==> src/router_config.svh <==
`ifndef ROUTER_CONFIG_SVH
`define ROUTER_CONFIG_SVH

// router geometry
// local plus four mesh directions
`define PORT_NUM 5
`define VC_PER_PORT 2

// input buffering, entries per VC
`define FIFO_DEPTH 4
// free slots kept in reserve while the off level travels upstream
// and flits already in flight still land
`define ON_OFF_MARGIN 2

// flit field widths
// mesh coordinate, per axis
`define COORD_W 2
`define PAYLOAD_W 16

`endif

==> src/router_pkg.sv <==
`include "router_config.svh"

package router_pkg;

	// port index order matches the crossbar and the on/off arrays
	typedef enum logic [2:0] {
		LOCAL = 3'd0,
		EAST  = 3'd1,
		WEST  = 3'd2,
		NORTH = 3'd3,
		SOUTH = 3'd4
	} port_t;

	// HT is a single-flit packet, header and tail at once
	typedef enum logic [1:0] {
		HEADER = 2'd0,
		BODY   = 2'd1,
		TAIL   = 2'd2,
		HT     = 2'd3
	} flit_type_t;

	// ownership of one output VC
	typedef enum logic {
		VC_IDLE = 1'b0,
		VC_BUSY = 1'b1
	} vc_state_t;

	// next_hop_port is the output to take at the router receiving the flit
	typedef struct packed {
		flit_type_t               flit_type;
		logic                     vc_id;
		port_t                    next_hop_port;
		logic [`COORD_W-1:0]      dest_x;
		logic [`COORD_W-1:0]      dest_y;
		logic [`PAYLOAD_W-1:0]    payload;
	} flit_t;

	// request built from the head of one VC FIFO
	typedef struct packed {
		logic  valid;
		port_t out_port;
		logic  is_head;
		logic  is_tail;
	} vc_req_t;

	typedef logic [`VC_PER_PORT-1:0] vc_mask_t;
	typedef vc_mask_t [`PORT_NUM-1:0] port_vc_mask_t;
	typedef flit_t [`VC_PER_PORT-1:0] vc_flits_t;
	typedef vc_req_t [`VC_PER_PORT-1:0] vc_reqs_t;

endpackage

==> src/input_port.sv <==
`timescale 1ns/1ps
`include "router_config.svh"

module input_port import router_pkg::*; (
	input  logic      clk,
	input  logic      reset,
	input  logic      wr_en_in,
	input  flit_t     flit_in,
	input  vc_mask_t  pop,
	output vc_flits_t head_flits,
	output vc_reqs_t  reqs,
	output vc_mask_t  on_off_out
);

	localparam int PTR_W = (`FIFO_DEPTH > 1) ? $clog2(`FIFO_DEPTH) : 1;
	localparam int CNT_W = $clog2(`FIFO_DEPTH + 1);

	// circular pointer advance, depth need not be a power of two
	function automatic logic [PTR_W-1:0] ptr_inc(input logic [PTR_W-1:0] ptr);
		if (ptr == PTR_W'(`FIFO_DEPTH - 1))
			return '0;
		return ptr + 1'b1;
	endfunction

	genvar v;
	generate
		for (v = 0; v < `VC_PER_PORT; v++) begin : g_vc
			flit_t            mem [`FIFO_DEPTH];
			logic [PTR_W-1:0] wr_ptr;
			logic [PTR_W-1:0] rd_ptr;
			logic [CNT_W-1:0] count;
			logic             push;
			logic             do_pop;
			logic             on_off_q;

			// flit lands in the FIFO of its own VC
			// writes into a full FIFO are dropped
			assign push   = wr_en_in && (flit_in.vc_id == v) &&
				(count != CNT_W'(`FIFO_DEPTH));
			assign do_pop = pop[v] && (count != '0);

			always_ff @(posedge clk) begin
				if (push)
					mem[wr_ptr] <= flit_in;
			end

			always_ff @(posedge clk, posedge reset) begin
				if (reset) begin
					wr_ptr   <= '0;
					rd_ptr   <= '0;
					count    <= '0;
					on_off_q <= 1'b1;
				end else begin
					if (push)
						wr_ptr <= ptr_inc(wr_ptr);
					if (do_pop)
						rd_ptr <= ptr_inc(rd_ptr);
					count <= count + CNT_W'(push) - CNT_W'(do_pop);
					// off while the reserve is eaten into, one cycle behind count
					on_off_q <= (count < CNT_W'(`FIFO_DEPTH - `ON_OFF_MARGIN));
				end
			end

			assign on_off_out[v] = on_off_q;

			// head flit goes straight to the switch stage
			assign head_flits[v] = mem[rd_ptr];

			// out port was computed one hop earlier
			assign reqs[v].valid    = (count != '0);
			assign reqs[v].out_port = mem[rd_ptr].next_hop_port;
			assign reqs[v].is_head  = (mem[rd_ptr].flit_type == HEADER) ||
				(mem[rd_ptr].flit_type == HT);
			assign reqs[v].is_tail  = (mem[rd_ptr].flit_type == TAIL) ||
				(mem[rd_ptr].flit_type == HT);
		end
	endgenerate

endmodule

==> config.mk <==
export PLATFORM = sky130hd
export DESIGN_NAME = input_port
export DESIGN_NICKNAME = d
export VERILOG_FILES = /design/src/router_pkg.sv /design/src/input_port.sv
export VERILOG_INCLUDE_DIRS = /design/src
export SDC_FILE = /design/constraint.sdc
export NUM_CORES = 1
export LEC_CHECK = 0
export BUFFER_PORTS_ARGS = -buffer_cell sky130_fd_sc_hd__buf_2
export CAP_MARGIN = 20
export CORE_MARGIN = 2
export CORE_UTILIZATION = 52
export CTS_CLUSTER_SIZE = 10
export DETAILED_ROUTE_END_ITERATION = 8
export PLACE_DENSITY_LB_ADDON = 0.3
export RECOVER_POWER = 50
export SYNTH_ARGS = -nofsm -noshare
export SYNTH_HDL_FRONTEND = slang
export SYNTH_SLANG_ARGS = --single-unit
==> constraint.sdc <==
create_clock -name clk -period 2.1 [get_ports clk]
set_input_delay 0.21 -clock clk [delete_from_list [all_inputs] [get_ports clk]]
set_output_delay 0.21 -clock clk [all_outputs]
set_load 0.05 [all_outputs]
==> impl_results.md <==
* Num rows at 47
* Commonest non-fill, non-tap cells in the layout: edfxtp_1 (208), mux4_2 (52), buf_6 (43), clkbuf_1 (35), clkbuf_16 (27)
* Number of fillers in the final layout at between 1000 and 1500
* Starting Density at between 50% and 60%
* Fin crit period at ~2.3 ns
* Final core utilization at about two thirds
* CP Data Required Time at 1.89 ns
* Setup repair after global routing missed its margin: true
* Clock skew at ~0.013 ns
* Vias/cell at ~5.4
* Vias at about 4000
* Multi-input gate area at 1750 sq um
* Met1 Usage GRT at between 20% and 30%
* Worst-Margin Slew at between 0.8 and 0.9 ns
* Clk Latency, worst-skew pair at approximately 0.51 ns
* DP Area at about 9400 sq um
* Slew HR at 46.6%
* Critical path peak fanout at 5
* Setup ws final at -0.223 ns
* CTS sink count at ~220
* DIE AREA at between 15000 and 20000 sq um
* Met3 usage in global routing at between 3 and 4%
* Power per Cell Area at around 1600 nW/um^2
* Pre-CTS setup slack at approximately 0.070 ns
* Overflow after GRT at 0
* Worst hold path class: input port to flop
* Cells after Synth at approximately 370
* Placer congestion estimate at just under 0.7
* Clock slew at reported path FFs at 0.05 ns
* Core outline area at ~16000 sq um
* DRC at 0
* GRT busiest layer: met2
* Die Height at around 130 microns
* Post-DP HPWL at 9200 microns
* Clock network power share at between 20% and 30%
* Sequential group share of total power at around 32%
* Yosys warning total at 0
* CTS tree: built
* Nets at 576
* Worst path arrival time at 2.11 ns
* Post-Syn Area at 8690 sq um
* GRT Util Overall at 18.7%
* Sw power at 6.72 mW
* Largest net degree at the start of global routing at 27
* Most common cell after layout, fill and taps aside: edfxtp_1
* #FFs+latches synth at between 200 and 250
* Vias in the first global route at roughly 4400
* Final setup violation count at 57
* Max-cap violations at 0
* Syn nets at roughly 420
* Met2 Use GR at about a third
* Design area at 10900 sq um
* # H-tree levels at 1
* Die width at 133 microns
* Sequential-to-total area share from yosys stat at between 70 and 80%
* Highest attainable clock frequency at 430 MHz
* Wire length per cell at 21.8 microns
* Post-synthesis cell type count at 20
* Leak at 3.82 nW
* Pwr Total at 17.9 mW
* WS Path Type: flop to output port
* Drt initial violations at 219
* Router iterations before antenna repair at 4
* Num CTS Buffers at 26
* Antenna violations before repair at 0
* Hold violation count in the final report at 0
* Layout cells sized above 1 at between 30% and 40%
* Max VDD drop at around 1 mV
* Logic pwr share at between 40 and 50%
* Final Non-Filler Cells at ~750
* Switching Fraction at 37.6%
* IO Port Bufs at 96
* CTS max path bufs at 3
* Routed Wire Length at between 15000 and 20000 microns
* Pint at ~11 mW
* Register area at approximately 6700 sq um
* Slew Limit Fails at 0
* Io pins at 97
* Syn Area/Cell at around 24 sq um
* Inst Count DP at 675
* Antenna Cells at 0
* Worst Setup End Kind: output port
* Root buf cell: clkbuf_16
* Global-route wire length before repair at 24900 microns
* Critical path launch point type: flop
* Layout area overhead at 24.9%
* Status: complete, but fails checks
* Final period utilization at 111%
* Failing checks: setup timing
* Final ANT Viol Nets at 0
-- state kept, by name, indices dropped and copies added (netlist names) --
name / count
g_vc.mem: 208
g_vc.count: 6
g_vc.rd_ptr: 4
g_vc.wr_ptr: 4
g_vc.on_off_q: 2
-- synthesized netlist by cell type --
| master | count | area share (%) |
|---|---|---|
| edfxtp_1 | 208 | 72 |
| mux4_2 | 38 | 9.9 |
| ha_1 | 20 | 2.9 |
| inv_1 | 20 | 0.86 |
| dfrtp_1 | 14 | 4.0 |
| mux4_1 | 14 | 4.2 |
| and2_1 | 8 | 0.58 |
| buf_4 | 8 | 0.69 |
| mux2_2 | 8 | 1.0 |
| buf_2 | 6 | 0.35 |
| buf_12 | 4 | 0.92 |
| nor2_1 | 4 | 0.17 |
| buf_6 | 2 | 0.26 |
| dfstp_2 | 2 | 0.60 |
| fa_1 | 2 | 0.46 |
| nand2_1 | 2 | 0.086 |
| o311a_4 | 2 | 0.49 |
| or2_2 | 2 | 0.14 |
| or3_4 | 2 | 0.26 |
| xnor2_1 | 2 | 0.20 |
-- power by group through the flow --
stage | clock network (mW) | logic, mW | registers (mW)
after floorplan | 0 | 5.45 | 5.76
after global placement | 0 | 6.51 | 5.84
after detailed placement | 0 | 6.61 | 5.88
after CTS | 3.95 | 8.15 | 5.80
after global routing | 4.13 | 8.62 | 5.84
final | 3.87 | 8.21 | 5.79
-- layout make-up --
class	count	area share [%]
clock buffer	36	6.54
clock inverter	1	0.0807
inverter	20	0.692
multi-input combinational	104	16.1
sequential	224	61.3
tap	220	2.54
timing repair buffer	147	12.8
-- cells by family (layout without fill, tap and decap cells) --
group                    Yosys count  count (layout)  share of synthesized area (%)
AND/OR/NAND/NOR                   18              18                           1.24
flip-flops                       224             224                           76.5
buffers and inverters             40             204                           3.08
multiplexers                      60              60                           15.1
adder cells (fa/ha/maj)           22              22                           3.34
AO/OA/AOI/OAI                      2               2                          0.490
XOR/XNOR                           2               2                          0.202
-- worst paths after layout --
check / startpoint / endpoint / slack (ns) / cells past startpoint
worst max-delay path: g_vc[1].rd_ptr[0] / reqs[6] / -0.22 / 4
max in group asynchronous: reset / g_vc[0].rd_ptr[0] / 1.27 / 3
min in group asynchronous: reset / g_vc[0].count[0] / 0.35 / 3
worst min-delay path: pop[0] / g_vc[0].rd_ptr[0] / 0.08 / 3
worst min register to register: g_vc[0].wr_ptr[1] / g_vc[0].wr_ptr[1] / 0.57 / 1
worst max register to register: g_vc[0].count[2] / g_vc[0].count[2] / 0.09 / 8
-- worst max-delay path: stages, from the launching register on --
cell,delay [ns]
dfrtp_2,0.45
mux4_2,0.58
ha_2,0.19
or2_4,0.24
buf_6,0.15
-- routing by layer --
| layer | up-vias | share of wire (%) |
|---|---|---|
| li1 | 1790 | - |
| met5 | - | 0 |
| met3 | 28 | 5.3 |
| met1 | 2091 | 43 |
| met4 | 0 | 2.4 |
| met2 | 127 | 49 |
-- metrics by stage --
step	hold WS, ns	setup TNS (ns)
final	0.0822	-4.84
after detailed placement	0.362	0
after CTS	0.0371	-5.90
after global placement	0.334	0
after floorplan	0.122	0
after global routing	0.0951	-8.80
-- timing repair --
item,CTS,global route
hold buffers,26,0
buffers inserted,11,9
cloned,2,0
hold endpoints to repair,214,0
gates resized for setup,135,28
pin swaps,0,1
setup endpoints to repair,58,60
No activity file was read; power rests on OpenSTA's default activity.
