[config.mk]
export PLATFORM = sky130hd
export DESIGN_NAME = switch_traversal
export DESIGN_NICKNAME = d
export VERILOG_FILES = /design/src/router_pkg.sv /design/src/switch_traversal.sv
export VERILOG_INCLUDE_DIRS = /design/src
export SDC_FILE = /design/constraint.sdc
export NUM_CORES = 1
export LEC_CHECK = 0
export ABC_CLOCK_PERIOD_IN_PS = 1700
export BUFFER_PORTS_ARGS = -buffer_cell sky130_fd_sc_hd__buf_4
export CAP_MARGIN = 20
export CORE_MARGIN = 2
export CORE_UTILIZATION = 40
export CTS_BUF_LIST = sky130_fd_sc_hd__clkbuf_8 sky130_fd_sc_hd__clkbuf_16
export DETAILED_ROUTE_END_ITERATION = 8
export GPL_TIMING_DRIVEN = 0
export HOLD_SLACK_MARGIN = 0.03
export PLACE_DENSITY = 0.7
export SYNTH_ARGS = -nofsm -noshare
export SYNTH_HDL_FRONTEND = slang
export SYNTH_SLANG_ARGS = --single-unit
[constraint.sdc]
create_clock -name clk -period 1.7 [get_ports clk]
set_clock_uncertainty 0.1 [all_clocks]
set_input_delay 0.17 -clock clk [delete_from_list [all_inputs] [get_ports clk]]
set_output_delay 0.17 -clock clk [all_outputs]
set_load 0.01 [all_outputs]
[src/router_config.svh]
`ifndef ROUTER_CONFIG_SVH
`define ROUTER_CONFIG_SVH

// router geometry
// local plus four mesh directions
`define PORT_NUM 5
`define VC_PER_PORT 2

// input buffering, entries per VC
`define FIFO_DEPTH 4
// free slots kept in reserve while the off level travels upstream
// and flits already in flight still land
`define ON_OFF_MARGIN 2

// flit field widths
// mesh coordinate, per axis
`define COORD_W 2
`define PAYLOAD_W 16

`endif

[src/router_pkg.sv]
`include "router_config.svh"

package router_pkg;

	// port index order matches the crossbar and the on/off arrays
	typedef enum logic [2:0] {
		LOCAL = 3'd0,
		EAST  = 3'd1,
		WEST  = 3'd2,
		NORTH = 3'd3,
		SOUTH = 3'd4
	} port_t;

	// HT is a single-flit packet, header and tail at once
	typedef enum logic [1:0] {
		HEADER = 2'd0,
		BODY   = 2'd1,
		TAIL   = 2'd2,
		HT     = 2'd3
	} flit_type_t;

	// ownership of one output VC
	typedef enum logic {
		VC_IDLE = 1'b0,
		VC_BUSY = 1'b1
	} vc_state_t;

	// next_hop_port is the output to take at the router receiving the flit
	typedef struct packed {
		flit_type_t               flit_type;
		logic                     vc_id;
		port_t                    next_hop_port;
		logic [`COORD_W-1:0]      dest_x;
		logic [`COORD_W-1:0]      dest_y;
		logic [`PAYLOAD_W-1:0]    payload;
	} flit_t;

	// request built from the head of one VC FIFO
	typedef struct packed {
		logic  valid;
		port_t out_port;
		logic  is_head;
		logic  is_tail;
	} vc_req_t;

	typedef logic [`VC_PER_PORT-1:0] vc_mask_t;
	typedef vc_mask_t [`PORT_NUM-1:0] port_vc_mask_t;
	typedef flit_t [`VC_PER_PORT-1:0] vc_flits_t;
	typedef vc_req_t [`VC_PER_PORT-1:0] vc_reqs_t;

endpackage

[src/switch_traversal.sv]
`timescale 1ns/1ps
`include "router_config.svh"

module switch_traversal import router_pkg::*; #(
	parameter int my_x = 1,
	parameter int my_y = 1
) (
	input  logic                 clk,
	input  logic                 reset,
	input  vc_flits_t            head_flits [`PORT_NUM],
	input  port_vc_mask_t        vc_grant,
	output logic [`PORT_NUM-1:0] wr_en_out,
	output flit_t [`PORT_NUM-1:0] flit_out
);

	flit_t sel_flit [`PORT_NUM];
	flit_t la_flit [`PORT_NUM];
	logic  sel_valid [`PORT_NUM];

	// switch register, one slot per input
	flit_t sw_flit [`PORT_NUM];
	port_t sw_port [`PORT_NUM];
	logic  sw_valid [`PORT_NUM];

	// XY route seen from the neighbor behind out_port
	function automatic port_t la_route(
		input port_t               out_port,
		input logic [`COORD_W-1:0] dx,
		input logic [`COORD_W-1:0] dy
	);
		int nx;
		int ny;
		nx = my_x;
		ny = my_y;
		case (out_port)
			EAST:    nx = my_x + 1;
			WEST:    nx = my_x - 1;
			NORTH:   ny = my_y + 1;
			SOUTH:   ny = my_y - 1;
			default: return LOCAL;
		endcase
		// x first, then y
		if (int'(dx) > nx)
			return EAST;
		if (int'(dx) < nx)
			return WEST;
		if (int'(dy) > ny)
			return NORTH;
		if (int'(dy) < ny)
			return SOUTH;
		return LOCAL;
	endfunction

	// grant is one-hot per input, so an OR-select is enough
	always_comb begin
		for (int i = 0; i < `PORT_NUM; i++) begin
			sel_flit[i]  = '0;
			sel_valid[i] = |vc_grant[i];
			for (int v = 0; v < `VC_PER_PORT; v++) begin
				if (vc_grant[i][v])
					sel_flit[i] = head_flits[i][v];
			end
			la_flit[i] = sel_flit[i];
			// only headers carry a route, body and tail pass untouched
			if (sel_flit[i].flit_type == HEADER || sel_flit[i].flit_type == HT)
				la_flit[i].next_hop_port = la_route(sel_flit[i].next_hop_port,
					sel_flit[i].dest_x, sel_flit[i].dest_y);
		end
	end

	always_ff @(posedge clk, posedge reset) begin
		if (reset) begin
			for (int i = 0; i < `PORT_NUM; i++) begin
				sw_valid[i] <= 1'b0;
				sw_port[i]  <= LOCAL;
			end
		end else begin
			for (int i = 0; i < `PORT_NUM; i++) begin
				sw_valid[i] <= sel_valid[i];
				// steering uses the route computed upstream, not the rewrite
				sw_port[i]  <= sel_flit[i].next_hop_port;
			end
		end
	end

	always_ff @(posedge clk) begin
		for (int i = 0; i < `PORT_NUM; i++)
			sw_flit[i] <= la_flit[i];
	end

	// crossbar, the allocator leaves at most one input per output
	always_comb begin
		for (int o = 0; o < `PORT_NUM; o++) begin
			wr_en_out[o] = 1'b0;
			flit_out[o]  = '0;
			for (int i = 0; i < `PORT_NUM; i++) begin
				if (sw_valid[i] && sw_port[i] == port_t'(o)) begin
					wr_en_out[o] = 1'b1;
					flit_out[o]  = sw_flit[i];
				end
			end
		end
	end

endmodule

==> summary.txt, run 1 <==
Run status
  – Status: stopped before the end
  – Failing step: global routing
  – First Err: [ERROR GRT-0232] Routing congestion too high. Check the congestion heatmap in the GUI.

Logic synthesis
  – Adder-Cell Fraction of Synth Area: between 2 and 2.5%
  – Sequential-to-total area share from yosys stat: between 20 and 30%
  – Post-Syn Area per Cell: roughly 7.7 µm²
  – Leading area contributor after synthesis: dfxtp_1
  – Compound-Gate Fraction of Synth Area: around 40%
  – Mux contribution to synthesized area: less than 1%
  – Post-Synth Simple-Gate Area: approximately 22%
  – Post-synthesis xor/xnor area fraction: between 1 and 1.5%
  – EDFF count, synth: 0
  – Yosys reg bits: 150
  – Synth Warn #: 0
  – Main flop type after synthesis: dfxtp_1
  – Top post-synthesis cells by area: dfxtp_1 (24%), a22o_1 (8.5%), nor2_1 (5.2%), a21oi_1 (5.0%), dfrtp_1 (4.5%)
  – Cell count after synthesis: 1,436
  – Post-Syn Area: between 0.01 and 0.015 mm²
  – Distinct cells, synth: 63
  – Ys async rst share: 13.33%
  – Synthesized net count: around 1,700
  – Area share of the largest cell type after synthesis: 23.63%
  – Largest family of logic cells by synthesized area: compound AO/OA/AOI/OAI gates

Die
  – Initial Utilization: approximately 41%
  – Die Y: between 150 and 200 µm
  – IO Pins: ~410
  – Die Width: approximately 170 µm
  – Rows: 60

Placement
  – Post-placement cell count: around 2,200
  – Final GP Congestion: approximately 1.1
  – Post-DP HPWL: roughly 53 mm
  – Number of I/O port buffers: approximately 410

Global route
  – Largest net degree at the start of global routing: 21
  – Grt ovf: roughly 140
  – GRT Resource Usage Total: about three quarters

CTS
  – Total CTS buffers: 17
  – Sink Count: 150
  – CTS H-tree lvls: 4
  – Root Driver: clkbuf_16
  – Clock buffer depth: 2

Timing
  – Worst endpoint, post-GRT repair: flit_out[0]
  – Worst-path end type: output port
[cells by family after synthesis]
| kind of cell | after synthesis |
|---|---|
| multiplexers | 5 |
| flip-flops | 150 |
| AO/OA/AOI/OAI | 610 |
| buffers and inverters | 161 |
| AND/OR/NAND/NOR | 474 |
| adder cells (fa/ha/maj) | 20 |
| XOR/XNOR | 16 |
[cell usage after synthesis, types with 20 or more instances]
cell and instances:
nand2_1 117, o22ai_1 37, a21oi_1 109, buf_2 37, o21ai_0 55, ha_1 20
inv_1 23, a22oi_1 57, nor2_1 154, clkbuf_1 80, a31oi_1 26, nand3_1 89
and3_1 25, a22o_1 107, dfrtp_1 20, a31o_1 22, dfxtp_1 130, a211o_1 34
a221oi_1 53
[metrics by stage]
step                      util [%]  setup TNS [ps]  setup WS, ps  cell area, µm²  hold slack, ps
after floorplan                  -          -10310        -370.4           12220           33.20
after global placement       58.08          -94290         -1103           15700           280.1
after detailed placement     58.08          -96380         -1064           15700           281.4
after CTS                    79.75         -112570        -923.3           21550           37.64
[timing repair]
action                     4_1_cts
gates resized for setup        417
pin swaps                      129
hold endpoints to repair       150
setup endpoints to repair      150
buffers inserted               108
hold buffers                   229
cloned                          13
[routing by layer]
layer,track usage [%],GRT overflow
met3,55.07,2
met4,72.46,73
met1,73.32,8
met5,24.00,0
met2,93.52,53
==> inputs of run 2 (changes only) <==
==> config.mk (replaced) <==
export PLATFORM = sky130hd
export DESIGN_NAME = switch_traversal
export DESIGN_NICKNAME = d
export VERILOG_FILES = /design/src/router_pkg.sv /design/src/switch_traversal.sv
export VERILOG_INCLUDE_DIRS = /design/src
export SDC_FILE = /design/constraint.sdc
export NUM_CORES = 1
export LEC_CHECK = 0
export ABC_CLOCK_PERIOD_IN_PS = 2200
export BUFFER_PORTS_ARGS = -buffer_cell sky130_fd_sc_hd__buf_4
export CAP_MARGIN = 20
export CORE_MARGIN = 2
export CORE_UTILIZATION = 25
export DETAILED_ROUTE_END_ITERATION = 8
export GPL_TIMING_DRIVEN = 0
export PLACE_DENSITY_LB_ADDON = 0.15
export SYNTH_ARGS = -nofsm -noshare
export SYNTH_HDL_FRONTEND = slang
export SYNTH_SLANG_ARGS = --single-unit
==> constraint.sdc (replaced) <==
create_clock -name clk -period 2.2 [get_ports clk]
set_clock_uncertainty 0.1 [all_clocks]
set_input_delay 0.22 -clock clk [delete_from_list [all_inputs] [get_ports clk]]
set_output_delay 0.22 -clock clk [all_outputs]
set_load 0.01 [all_outputs]
==> summary.txt, run 2 <==
Layout
  – Layout area overhead: 105.9%
  – Layout cells sized above 1: about 46%
  – Number of antenna diodes: 0
  – Register Area: 0.003124 mm²
  – Most frequent cells in the layout: buf_4 (413), dlygate4sd3_1 (239), nor2_1 (145), dfxtp_1 (130), buf_6 (120)
  – Largest regs: sw_flit (130), sw_port (15), sw_valid (5)
  – Commonest non-fill, non-tap cell in the layout: buf_4
  – Nets: ~2,500
  – Largest register FFs: 130
  – Largest reg by FF count: sw_flit
  – Fill cells: approximately 4,000
  – Area of the multi-input gates: a little under 0.01 mm²

Logic synthesis
  – EDFF count, synth: 0
  – Synth cell count leaders: nor2_1 (154), dfxtp_1 (130), nand2_1 (117), a21oi_1 (109), a22o_1 (107)
  – Distinct cells, synth: 63
  – Ys async rst share: a little over an eighth
  – Post-Syn Area per Cell: about 7.7 µm²
  – Sequential-to-total area share from yosys stat: 28.17%
  – Count leader, synth: nor2_1
  – Main flop type after synthesis: dfxtp_1
  – Cell count after synthesis: about 1,400
  – Top post-synthesis cells by area: dfxtp_1 (24%), a22o_1 (8.5%), nor2_1 (5.2%), a21oi_1 (5.0%), dfrtp_1 (4.5%)
  – Synth Warn #: 0
  – Yosys reg bits: 150
  – Area share of the largest cell type after synthesis: 23.63%
  – Synthesized net count: between 1,500 and 2,000
  – Post-Syn Area: roughly 0.011 mm²
  – Leading area contributor after synthesis: dfxtp_1

Die
  – IO Pins: 407
  – Core Area: about 0.043 mm²
  – Die area: 0.04576 mm²
  – Die Width: approximately 210 µm
  – Rows: 76
  – Initial Utilization: around 25%
  – Die Y: roughly 210 µm

Pwr
  – Tot Pwr: roughly 12 mW
  – Peak VDD IR: 0.4477 mV
  – Clock Power Share: between 20% and 30%
  – Leak pwr: 9.408 nW
  – Internal: 7.416 mW
  – PD cells: between 500 and 600 mW/mm²
  – Combinational share of power: 44.4%
  – Switching share of power: between 30% and 40%
  – Share of power burned in registers: 30.8%
  – Psw: approximately 4.6 mW

Timing
  – Unrepaired setup endpoints after global routing: yes
  – Final Critical Period: between 2000 and 3000 ps
  – Final Hold Viols: 1
  – Slew Viols, Final: 0
  – Hold WS: -3.403 ps
  – Slew @ Worst Pin: ~770 ps
  – Post-route setup TNS: -63,440 ps
  – Final critical-path setup slack: -617.1 ps
  – Fmax: roughly 350 MHz
  – Crit share post-route: 128.1%
  – Final setup fails: ~140
  – Slew headroom: approximately 48%

Hold path
  – Hold path cells: 3
  – Hold Crit Class: primary input to flip-flop
  – Min-Delay Endpoint: sw_port[4]$_DFF_PP0_
  – Hold Crit Start: head_flits[73]

Global route
  – GRT Resource Usage Total: between 30% and 40%
  – First-pass GRT wire length: between 100 and 150 mm
  – Initial antenna violation count: 1
  – Vias in the first global route: between 15,000 and 20,000
  – Largest net degree at the start of global routing: 21
  – Grt ovf: 0

Placement
  – Number of I/O port buffers: ~410
  – Final GP Congestion: slightly above 1
  – Setup Slack @ Placement: -915.3 ps
  – Post-DP HPWL: around 58 mm

Detailed routing
  – DRC errors left: 0
  – WL final: ~78 mm
  – Initial drt markers: 1,809
  – Via count: approximately 17,000
  – Avg WL per Cell: roughly 28 µm
  – Drt pass-1 iters: 7
  – Routed Antenna Nets: 0
  – Via density: 5.880

Run status
  – Status: finished, violations left
  – Failing checks: hold timing, setup timing

Worst setup path
  – Critical path launch point type: flip-flop
  – Critical path capture point type: output port
  – Critical Path AT: about 2500 ps
  – Worst-path maximum fanout: 10
  – Critical Path RT: about 1900 ps
  – Critical path type: flip-flop to output port

CTS
  – CTS H-tree lvls: 4
  – CTS tree: built
  – Total CTS buffers: 17
  – Root Driver: clkbuf_16
  – Clock buffer depth: 2
  – Sink Count: 150
  – Register clock-pin slew on the reported worst setup and hold paths: about 70 ps

Run
  – Number of max-cap violations: 0
-- run 2: cell counts after synthesis --
No cell type changed its count.
-- run 2: worst max-delay path, cell delays in order (launching register included) --
cell	delay (ps)
dfrtp_2	460
buf_4	160
nor4b_4	400
buf_6	200
clkbuf_4	240
nand2_1	130
a31oi_4	310
buf_6	140
-- run 2: kinds of logic (layout without fill, tap and decap cells) --
| kind of cell | Yosys count | count (layout) | share of synthesized area (%) |
|---|---|---|---|
| XOR/XNOR | 16 | 16 | 1.272 |
| AO/OA/AOI/OAI | 610 | 610 | 40.14 |
| buffers and inverters | 161 | 955 | 6.009 |
| AND/OR/NAND/NOR | 474 | 475 | 21.68 |
| adder cells (fa/ha/maj) | 20 | 20 | 2.272 |
| multiplexers | 5 | 5 | 0.4544 |
| flip-flops | 150 | 150 | 28.17 |
-- run 2: what timing repair did --
action                     4_1_cts  5_1_grt
hold buffers                   236        3
hold endpoints to repair       142        3
pin swaps                      154      143
setup endpoints to repair      144      150
cloned                          10        5
gates resized for setup        557      304
setup buffers                   70       47
-- run 2: worst max-delay path by stage --
stage                                startpoint                 endpoint  slack, ps  cells past startpoint
after floorplan                     vc_grant[6]  sw_flit[0][100]$_DFF_P_        -20                      9
after global placement     sw_port[4]$_DFF_PP0_             flit_out[12]       -940                      5
after detailed placement  sw_port[11]$_DFF_PP0_             flit_out[93]       -920                      6
after CTS                 sw_port[11]$_DFF_PP0_             flit_out[12]       -540                      8
after global routing      sw_port[10]$_DFF_PP0_             flit_out[10]       -630                      8
final                      sw_port[5]$_DFF_PP0_             flit_out[12]       -620                      7
-- run 2: metrics by stage --
step | area [µm²] | instances | util (%) | hold slack, ps
2_1_floorplan | 11020 | 1436 | - | 83.83
5_1_grt | 22680 | 2816 | 52.43 | 4.981
3_3_place_gp | 14800 | 2427 | 34.22 | 331.8
6_report | 22680 | 2816 | 52.43 | -3.403
4_1_cts | 20970 | 2770 | 48.46 | 7.158
3_5_place_dp | 14810 | 2428 | 34.23 | 332.8
-- run 2: per-layer routing --
layer	vias to the layer above	track usage, %	part of all wire [%]
li1	7153	-	-
met2	997	52.60	45
met5	-	0	0
met3	210	6.305	8.3
met4	0	11.17	4.4
met1	8197	42.68	42
-- run 2: power by group through the flow --
stage | Sequential (mW) | Clock, mW | Combinational, mW
final | 3.70 | 2.97 | 5.33
after global routing | 3.67 | 3.14 | 5.60
after global placement | 3.61 | 0 | 3.47
after CTS | 3.61 | 3.01 | 4.76
after floorplan | 3.24 | 0 | 1.76
after detailed placement | 3.61 | 0 | 3.49
-- run 2: area by class of cell --
| type | instances | area share, % |
|---|---|---|
| flip-flops and latches | 150 | 13.77 |
| clock inverters | 11 | 0.5019 |
| well taps | 585 | 3.227 |
| clock buffers | 21 | 2.118 |
| plain buffers | 123 | 5.339 |
| multi-input cells | 1126 | 42.93 |
| inverters | 28 | 0.4633 |
| repair buffers | 772 | 31.65 |
Power figures use the tool's default switching activity.
